[src/rtl/audio_pkg.sv]
package audio_pkg;

    // ------------------------------
    // Sample formats

    localparam w_mic_sample = 24;           // INMP441-style mic word
    localparam w_dac_sample = 16;           // DAC word, top bits of mic word

    // ------------------------------
    // I2S frame layout

    // Bit clocks per channel slot; a frame is two slots,
    // left slot while word select is low
    localparam slot_bits    = 32;

    // Data starts one bit clock after the word select edge,
    // MSB first, changes on falling bit clock, sampled on rising

    // ------------------------------
    // Sample buffer

    localparam fifo_depth_default = 8;      // Power of two, at least 2

    // The level width follows from the depth, see sample_fifo

endpackage

[src/rtl/board_pkg.sv]
package board_pkg;

    // ------------------------------
    // Lab board clocking

    // Main oscillator on the board, in MHz
    localparam clk_mhz_default = 50;

    // ------------------------------
    // Onboard indicators

    // Green LED bank
    //   bit 7     sticky overflow of the sample buffer
    //   low bits  sample buffer level
    localparam w_led = 8;

    // Position of the overflow flag in the LED word
    // is always the top bit, whatever the width

endpackage

[src/rtl/audio_loop_top.sv]
`timescale 1ns/1ps

module audio_loop_top
#(
    parameter clk_mhz    = board_pkg::clk_mhz_default,
              sck_div    = clk_mhz / 12,            // About 6 MHz bit clock at 50 MHz
              fifo_depth = audio_pkg::fifo_depth_default
)
(
    input                                clk,
    input                                rst,
    input                                play,       // Lab switch, low pauses
    input                                mic_sd,
    output                               mic_sck,
    output                               mic_ws,
    output                               dac_bclk,
    output                               dac_lrclk,
    output                               dac_sdata,
    output logic [board_pkg::w_led - 1:0] led
);

    import board_pkg::*;
    import audio_pkg::*;

    localparam w_level = $clog2(fifo_depth + 1);

    // ------------------------------
    // Producer

    logic [w_mic_sample - 1:0] mic_sample;
    logic                      mic_valid;

    i2s_mic_receiver
    #(
        .sck_div    ( sck_div    )
    )
    i_mic_receiver
    (
        .clk        ( clk        ),
        .rst        ( rst        ),
        .mic_sd     ( mic_sd     ),
        .mic_sck    ( mic_sck    ),
        .mic_ws     ( mic_ws     ),
        .mic_sample ( mic_sample ),
        .mic_valid  ( mic_valid  )
    );

    // ------------------------------
    // Sample buffer

    logic [w_mic_sample - 1:0] rd_sample;
    logic                      empty;
    logic [w_level - 1:0]      level;
    logic                      overflow;
    logic                      pop;

    sample_fifo
    #(
        .fifo_depth ( fifo_depth )
    )
    i_sample_fifo
    (
        .clk        ( clk        ),
        .rst        ( rst        ),
        .wr         ( mic_valid  ),
        .wr_sample  ( mic_sample ),
        .pop        ( pop        ),
        .rd_sample  ( rd_sample  ),
        .empty      ( empty      ),
        .level      ( level      ),
        .overflow   ( overflow   )
    );

    // ------------------------------
    // Consumer

    i2s_audio_out
    #(
        .sck_div    ( sck_div    )                  // Same frame rate as the mic
    )
    i_audio_out
    (
        .clk        ( clk        ),
        .rst        ( rst        ),
        .play       ( play       ),
        .empty      ( empty      ),
        .rd_sample  ( rd_sample  ),
        .pop        ( pop        ),
        .dac_bclk   ( dac_bclk   ),
        .dac_lrclk  ( dac_lrclk  ),
        .dac_sdata  ( dac_sdata  )
    );

    // ------------------------------
    // LEDs, registered against glitches

    always_ff @(posedge clk or posedge rst)
    begin
        if (rst)
            led <= '0;
        else
            led <= {overflow, (w_led - 1)'(level)};  // Top bit overflow, rest level
    end

endmodule

[src/rtl/i2s_audio_out.sv]
`timescale 1ns/1ps

module i2s_audio_out
#(
    parameter sck_div = 4                           // clk cycles per half bit clock
)
(
    input                                  clk,
    input                                  rst,
    input                                  play,       // Low pauses playback
    input                                  empty,      // Buffer has no word
    input  [audio_pkg::w_mic_sample - 1:0] rd_sample,  // Buffer head word
    output                                 pop,        // One clk at frame start
    output logic                           dac_bclk,
    output                                 dac_lrclk,  // Low = left slot
    output logic                           dac_sdata
);

    import audio_pkg::*;

    localparam w_div  = sck_div > 1 ? $clog2(sck_div) : 1;
    localparam w_slot = $clog2(2 * slot_bits);

    // ------------------------------
    // Bit clock divider

    logic [w_div - 1:0] div_cnt;
    logic               half_tick;
    logic               sck_fall;                   // Data and lrclk move here

    assign half_tick = (div_cnt == w_div'(sck_div - 1));
    assign sck_fall  = half_tick & dac_bclk;

    always_ff @(posedge clk or posedge rst)
    begin
        if (rst)
        begin
            div_cnt  <= '0;
            dac_bclk <= 1'b0;
        end
        else if (half_tick)
        begin
            div_cnt  <= '0;
            dac_bclk <= ~dac_bclk;
        end
        else
            div_cnt <= div_cnt + 1'b1;
    end

    // ------------------------------
    // Slot counter, frame and slot starts

    logic [w_slot - 1:0] bit_cnt;
    logic [w_slot - 1:0] nxt_cnt;                   // Position after this fall
    logic                frame_start;
    logic                slot_start;                // MSB goes out

    always_ff @(posedge clk or posedge rst)
    begin
        if (rst)
            bit_cnt <= '0;
        else if (sck_fall)
            bit_cnt <= nxt_cnt;
    end

    assign nxt_cnt     = bit_cnt + 1'b1;
    assign dac_lrclk   = bit_cnt[w_slot - 1];
    assign frame_start = sck_fall & (nxt_cnt == '0);             // lrclk falls
    assign slot_start  = sck_fall & (nxt_cnt[w_slot - 2:0] == 1'b1);  // One bit after edge

    // ------------------------------
    // Frame word, popped at frame start

    logic                      take;                // Buffer word is used
    logic [w_dac_sample - 1:0] hold;                // Word for both slots

    assign take = play & ~empty;
    assign pop  = frame_start & take;               // Head is latched on this clk

    always_ff @(posedge clk or posedge rst)
    begin
        if (rst)
            hold <= '0;                             // First frame is silent
        else if (frame_start)
            hold <= take ? rd_sample[w_mic_sample - 1 -: w_dac_sample] : '0;
    end

    // ------------------------------
    // Serializer

    logic [w_dac_sample - 1:0] shift;

    always_ff @(posedge clk)
    begin
        if (slot_start)
            shift <= {hold[w_dac_sample - 2:0], 1'b0};   // MSB already on the pin
        else if (sck_fall)
            shift <= {shift[w_dac_sample - 2:0], 1'b0};  // Zeros fill the slot tail
    end

    always_ff @(posedge clk or posedge rst)
    begin
        if (rst)
            dac_sdata <= 1'b0;
        else if (slot_start)
            dac_sdata <= hold[w_dac_sample - 1];
        else if (sck_fall)
            dac_sdata <= shift[w_dac_sample - 1];
    end

endmodule

[src/rtl/i2s_mic_receiver.sv]
`timescale 1ns/1ps

module i2s_mic_receiver
#(
    parameter sck_div = 4                           // clk cycles per half bit clock
)
(
    input                                        clk,
    input                                        rst,
    input                                        mic_sd,      // Serial data from mic
    output logic                                 mic_sck,     // Bit clock to mic
    output                                       mic_ws,      // Word select, low = left
    output logic [audio_pkg::w_mic_sample - 1:0] mic_sample,  // Last left word
    output logic                                 mic_valid    // One clk strobe per frame
);

    import audio_pkg::*;

    localparam w_div  = sck_div > 1 ? $clog2(sck_div) : 1;
    localparam w_slot = $clog2(2 * slot_bits);      // 6 bits for a 64-bit frame

    // ------------------------------
    // Bit clock divider

    logic [w_div - 1:0] div_cnt;
    logic               half_tick;                  // Bit clock toggles on this clk
    logic               sck_rise;
    logic               sck_fall;

    assign half_tick = (div_cnt == w_div'(sck_div - 1));
    assign sck_rise  = half_tick & ~mic_sck;        // sck goes 0 -> 1
    assign sck_fall  = half_tick &  mic_sck;        // sck goes 1 -> 0

    always_ff @(posedge clk or posedge rst)
    begin
        if (rst)
        begin
            div_cnt <= '0;
            mic_sck <= 1'b0;
        end
        else if (half_tick)
        begin
            div_cnt <= '0;
            mic_sck <= ~mic_sck;
        end
        else
            div_cnt <= div_cnt + 1'b1;
    end

    // ------------------------------
    // Slot counter, word select

    logic [w_slot - 1:0] bit_cnt;                   // Bit position in frame

    always_ff @(posedge clk or posedge rst)
    begin
        if (rst)
            bit_cnt <= '0;                          // As if ws just fell
        else if (sck_fall)
            bit_cnt <= bit_cnt + 1'b1;              // Moves with the data
    end

    assign mic_ws = bit_cnt[w_slot - 1];            // Upper half of frame is right

    // ------------------------------
    // Left word capture

    logic [w_mic_sample - 1:0] shift;
    logic                      capture;
    logic                      last_bit;

    // Position 0 still holds the previous LSB, left bits are 1 .. 24
    assign capture  = sck_rise & (bit_cnt != '0)
                    & (bit_cnt <= w_slot'(w_mic_sample));
    assign last_bit = sck_rise & (bit_cnt == w_slot'(w_mic_sample));

    always_ff @(posedge clk)
    begin
        if (capture)
            shift <= {shift[w_mic_sample - 2:0], mic_sd};   // MSB first
    end

    always_ff @(posedge clk)
    begin
        if (last_bit)
            mic_sample <= {shift[w_mic_sample - 2:0], mic_sd};  // Full word
    end

    always_ff @(posedge clk or posedge rst)
    begin
        if (rst)
            mic_valid <= 1'b0;
        else
            mic_valid <= last_bit;                  // Word is stable with the strobe
    end

endmodule

[src/rtl/sample_fifo.sv]
`timescale 1ns/1ps

module sample_fifo
#(
    parameter fifo_depth = 8                        // Power of two, at least 2
)
(
    input                                        clk,
    input                                        rst,
    input                                        wr,          // Write strobe
    input        [audio_pkg::w_mic_sample - 1:0] wr_sample,
    input                                        pop,         // Read strobe
    output       [audio_pkg::w_mic_sample - 1:0] rd_sample,   // Head word, shown ahead
    output                                       empty,
    output logic [$clog2(fifo_depth + 1) - 1:0]  level,       // 0 .. fifo_depth
    output logic                                 overflow     // Sticky
);

    import audio_pkg::*;

    localparam w_ptr   = $clog2(fifo_depth);
    localparam w_level = $clog2(fifo_depth + 1);

    // ------------------------------
    // Storage and pointers

    logic [w_mic_sample - 1:0] mem [fifo_depth];
    logic [w_ptr - 1:0]        wr_ptr;
    logic [w_ptr - 1:0]        rd_ptr;

    logic full;
    logic wr_en;                                    // Write that is kept
    logic rd_en;                                    // Pop that is honoured

    assign full  = (level == w_level'(fifo_depth));
    assign empty = (level == '0);
    assign wr_en = wr  & ~full;                     // Full buffer drops the word
    assign rd_en = pop & ~empty;                    // Pop of empty is ignored

    always_ff @(posedge clk)
    begin
        if (wr_en)
            mem[wr_ptr] <= wr_sample;
    end

    assign rd_sample = mem[rd_ptr];                 // First word fall through

    always_ff @(posedge clk or posedge rst)
    begin
        if (rst)
        begin
            wr_ptr <= '0;
            rd_ptr <= '0;
        end
        else
        begin
            if (wr_en)
                wr_ptr <= wr_ptr + 1'b1;            // Wraps, depth is power of two
            if (rd_en)
                rd_ptr <= rd_ptr + 1'b1;
        end
    end

    // ------------------------------
    // Occupancy and overflow

    always_ff @(posedge clk or posedge rst)
    begin
        if (rst)
            level <= '0;
        else if (wr_en & ~rd_en)
            level <= level + 1'b1;
        else if (rd_en & ~wr_en)
            level <= level - 1'b1;
    end

    always_ff @(posedge clk or posedge rst)
    begin
        if (rst)
            overflow <= 1'b0;
        else if (wr & full)
            overflow <= 1'b1;                       // Held until reset
    end

endmodule

[config.mk]
export PLATFORM = sky130hd
export DESIGN_NAME = audio_loop_top
export DESIGN_NICKNAME = d
export VERILOG_FILES = /design/src/rtl/audio_pkg.sv /design/src/rtl/board_pkg.sv /design/src/rtl/audio_loop_top.sv /design/src/rtl/i2s_audio_out.sv /design/src/rtl/i2s_mic_receiver.sv /design/src/rtl/sample_fifo.sv
export SDC_FILE = /design/constraint.sdc
export NUM_CORES = 1
export LEC_CHECK = 0
export BUFFER_PORTS_ARGS = -buffer_cell sky130_fd_sc_hd__buf_2
export CAP_MARGIN = 20
export CORE_MARGIN = 2
export CORE_UTILIZATION = 52
export CTS_CLUSTER_DIAMETER = 200
export DETAILED_ROUTE_END_ITERATION = 6
export GPL_ROUTABILITY_DRIVEN = 0
export PLACE_DENSITY_LB_ADDON = 0.12
export SYNTH_ARGS = -nofsm -noshare
export SYNTH_HDL_FRONTEND = slang
export SYNTH_SLANG_ARGS = --single-unit
[constraint.sdc]
create_clock -name clk -period 8.2 [get_ports clk]
set_input_delay 1.64 -clock clk [delete_from_list [all_inputs] [get_ports clk]]
set_output_delay 1.64 -clock clk [all_outputs]
set_load 0.005 [all_outputs]
==> metrics.cfg <==
[clocking]
cts_max_path_buffers = 3
cts_tree = done
cts_setup_buffers = 0
cts_buffers = 24
cts_resized = 0
clockRootBuffer = clkbuf_16
cts_hold_buf = 0
clock-sinks = 234
htreeDepth = 1
clk-insertion-delay-late_ps = 510
clk_pin_slew_worst_paths_ps = 60

[timing]
slew_violations = 0
fmaxAchievable_mhz = 265
slew_headroom = 0.337
whs_ps = 383
final.period_utilization = 0.460
skew_ps = 16.1
rsz0062_at_grt = no
post-route-min-period_ps = 3770
tightest_slew_ps = 991
final-hold-violation-count = 0
setup_viol_count_final = 0
tns_ps = 0

[synthesis]
ys_warn_count = 0
ys_ff_latch = 234
ys_seq_area_frac = 0.769
syn_area_per_cell_um2 = 19.0
async_flop_share = 0.222
synthFlopType = edfxtp_1
synth.distinct_cells = 39
synth_cells = 464
synth_edf_count = 182
synth_area_mm2 = 0.00880

[global_route]
first_global_vias = 4164
grt_max_degree = 53
grtUsageTotal = 0.167
grt_pass1_wl_um = 22800
antenna_found_initial = 0
grt_overflow = 0

[drt]
vias_per_cell = 5.47
drc = 0
wl_um = 14100
drt_iter0_markers = 220
wl_per_cell_um = 19.1
firstDrtPassIters = 5
drtAntennaViolNets = 0
num_vias = 4024

[pwr]
p_switching_w = 0.000430
irDropWorstVdd_mv = 0.180
clock_power_share = 0.470
leakagePower_nw = 3.51
seqPwrFrac = 0.527
comb_power_share = 0.003
power_per_cell_area_mw_per_mm2 = 238
swShare = 0.180
p_int_w = 0.00197

[cells_and_area]
diodes = 0
nNetsFinal = 516
stdcell_area_mm2 = 0.0101
final_cell_mix = edfxtp_1, dfrtp_1, mux4_2
drive_gt1_frac = 0.238
stdcell_count = 736
syn_to_final_growth_pct = 14.2
final_common_cell = edfxtp_1
utilization = 0.606

[worst_setup_path]
endpoint_kind = flip-flop
rr_worst_depth = 14
crit_path_start_kind = flip-flop
worstReg2RegEnd = i_sample_fifo.level[3]
path_cells = ha_1, and2_1, nor3b_2, o221ai_2, buf_4, or2_4, ha_1, inv_1, ha_1, a21o_1, a21oi_1, xnor2_1, nor2_1, xor2_1
critPathBufInv = 2
regToRegSetupSlack_ps = 4430
crit_type = reg2reg
cp_common_cell = ha_1
reg2reg_from = i_audio_out.div_cnt[0]
worstPathMaxFanout = 34
cp_top_family = simple AND/OR/NAND/NOR gates
critPathMaxStageDelay_ps = 810
slowest_stage = and2_1
critPathRequiredTime_ps = 8570
worstPathArrival_ps = 4150

[floorplan]
die_h_um = 134
start_util = 0.531
ios = 17
design.die.area_mm2 = 0.0180
rows = 47
die_w_um = 134
core-area_mm2 = 0.0166

[hold_path]
hp-start = i_sample_fifo.overflow
min_to = led[7]
hold_class = reg2reg
holdPathStages = 0

[placement]
port_buffers = 13
dp.cells = 692
hpwlAfterDp_um = 8200
placed_cell_area_mm2 = 0.00920

[outcome]
status = finished clean

[flow_run]
max-cap-violations = 0

area by class of cell:
class	instances	area, µm²
clock buffers	32	672
clock inverters	11	161
fillers	1236	6530
inverters	9	33.8
multi-input cells	203	1960
flip-flops and latches	234	6770
well taps	220	275
repair buffers	27	183
worst max path at each step:
stage                            from                      to  slack (ps)  depth (start not counted)
2_1_floorplan                    play  i_sample_fifo.level[3]        4880                         10
3_3_place_gp   i_audio_out.div_cnt[0]  i_sample_fifo.level[3]        4520                         14
3_5_place_dp   i_audio_out.div_cnt[0]  i_sample_fifo.level[3]        4360                         14
4_1_cts        i_audio_out.div_cnt[0]  i_sample_fifo.level[3]        4390                         14
5_1_grt        i_audio_out.div_cnt[0]  i_sample_fifo.level[3]        4110                         14
6_report       i_audio_out.div_cnt[0]  i_sample_fifo.level[3]        4430                         14
power by group through the flow:
stage | Clock (W) | Combinational, W | Sequential, W
6_report | 0.00113 | 0.00000698 | 0.00126
3_5_place_dp | 0 | 0.00000629 | 0.00129
2_1_floorplan | 0 | 0.00000511 | 0.00129
3_3_place_gp | 0 | 0.00000600 | 0.00129
5_1_grt | 0.00119 | 0.00000842 | 0.00126
4_1_cts | 0.00115 | 0.00000626 | 0.00126
stage by stage:
stage          power [W]  setup slack [ps]
6_report         0.00240              4430
3_3_place_gp     0.00129              4520
3_5_place_dp     0.00129              4360
4_1_cts          0.00242              4390
2_1_floorplan    0.00129              4880
5_1_grt          0.00246              4110
logic make-up (layout without fill, tap and decap cells):
group                    after synthesis  after routing  share of synthesized area
multiplexers                          51             51                      0.106
AO/OA/AOI/OAI                         47             47                     0.0343
flip-flops                           234            234                      0.769
other                                  1              3                   0.000426
AND/OR/NAND/NOR                       69             69                     0.0370
adder cells (fa/ha/maj)               13             13                     0.0193
XOR/XNOR                              20             20                     0.0199
buffers and inverters                 29             79                     0.0142
cell usage after synthesis, types with 2 or more instances:
| master | count | area, µm² |
|---|---|---|
| nand2_1 | 27 | 101 |
| buf_2 | 4 | 20.0 |
| mux2_2 | 16 | 180 |
| mux4_2 | 32 | 721 |
| a22oi_1 | 15 | 113 |
| inv_1 | 9 | 33.8 |
| o21ai_0 | 19 | 95.1 |
| dfrtp_1 | 52 | 1300 |
| clkbuf_1 | 13 | 48.8 |
| ha_1 | 12 | 150 |
| nand4_1 | 6 | 37.5 |
| xnor2_1 | 15 | 131 |
| nor3_1 | 7 | 35.0 |
| buf_4 | 3 | 22.5 |
| edfxtp_1 | 182 | 5470 |
| a21oi_1 | 5 | 25.0 |
| and2_1 | 2 | 12.5 |
| nand2b_1 | 4 | 25.0 |
| nor2_1 | 16 | 60.1 |
| xor2_1 | 5 | 43.8 |
| mux2i_1 | 2 | 20.0 |
per-layer routing:
layer  share of wire  GRT usage
met5               0          0
met3           0.044     0.0231
met1            0.45      0.236
met2            0.49      0.278
met4           0.017     0.0450
state kept, by name (all words and copies together), names as in the netlist, 3 cells and up:
| register | count |
|---|---|
| i_sample_fifo.wr_ptr | 3 |
| i_sample_fifo.rd_ptr | 3 |
| i_mic_receiver.shift | 23 |
| i_mic_receiver.bit_cnt | 6 |
| i_audio_out.hold | 16 |
| i_sample_fifo.mem | 128 |
| i_audio_out.bit_cnt | 6 |
| i_mic_receiver.mic_sample | 16 |
| i_audio_out.shift | 15 |
| i_sample_fifo.level | 4 |
| led | 5 |
Power figures use the tool's default switching activity.
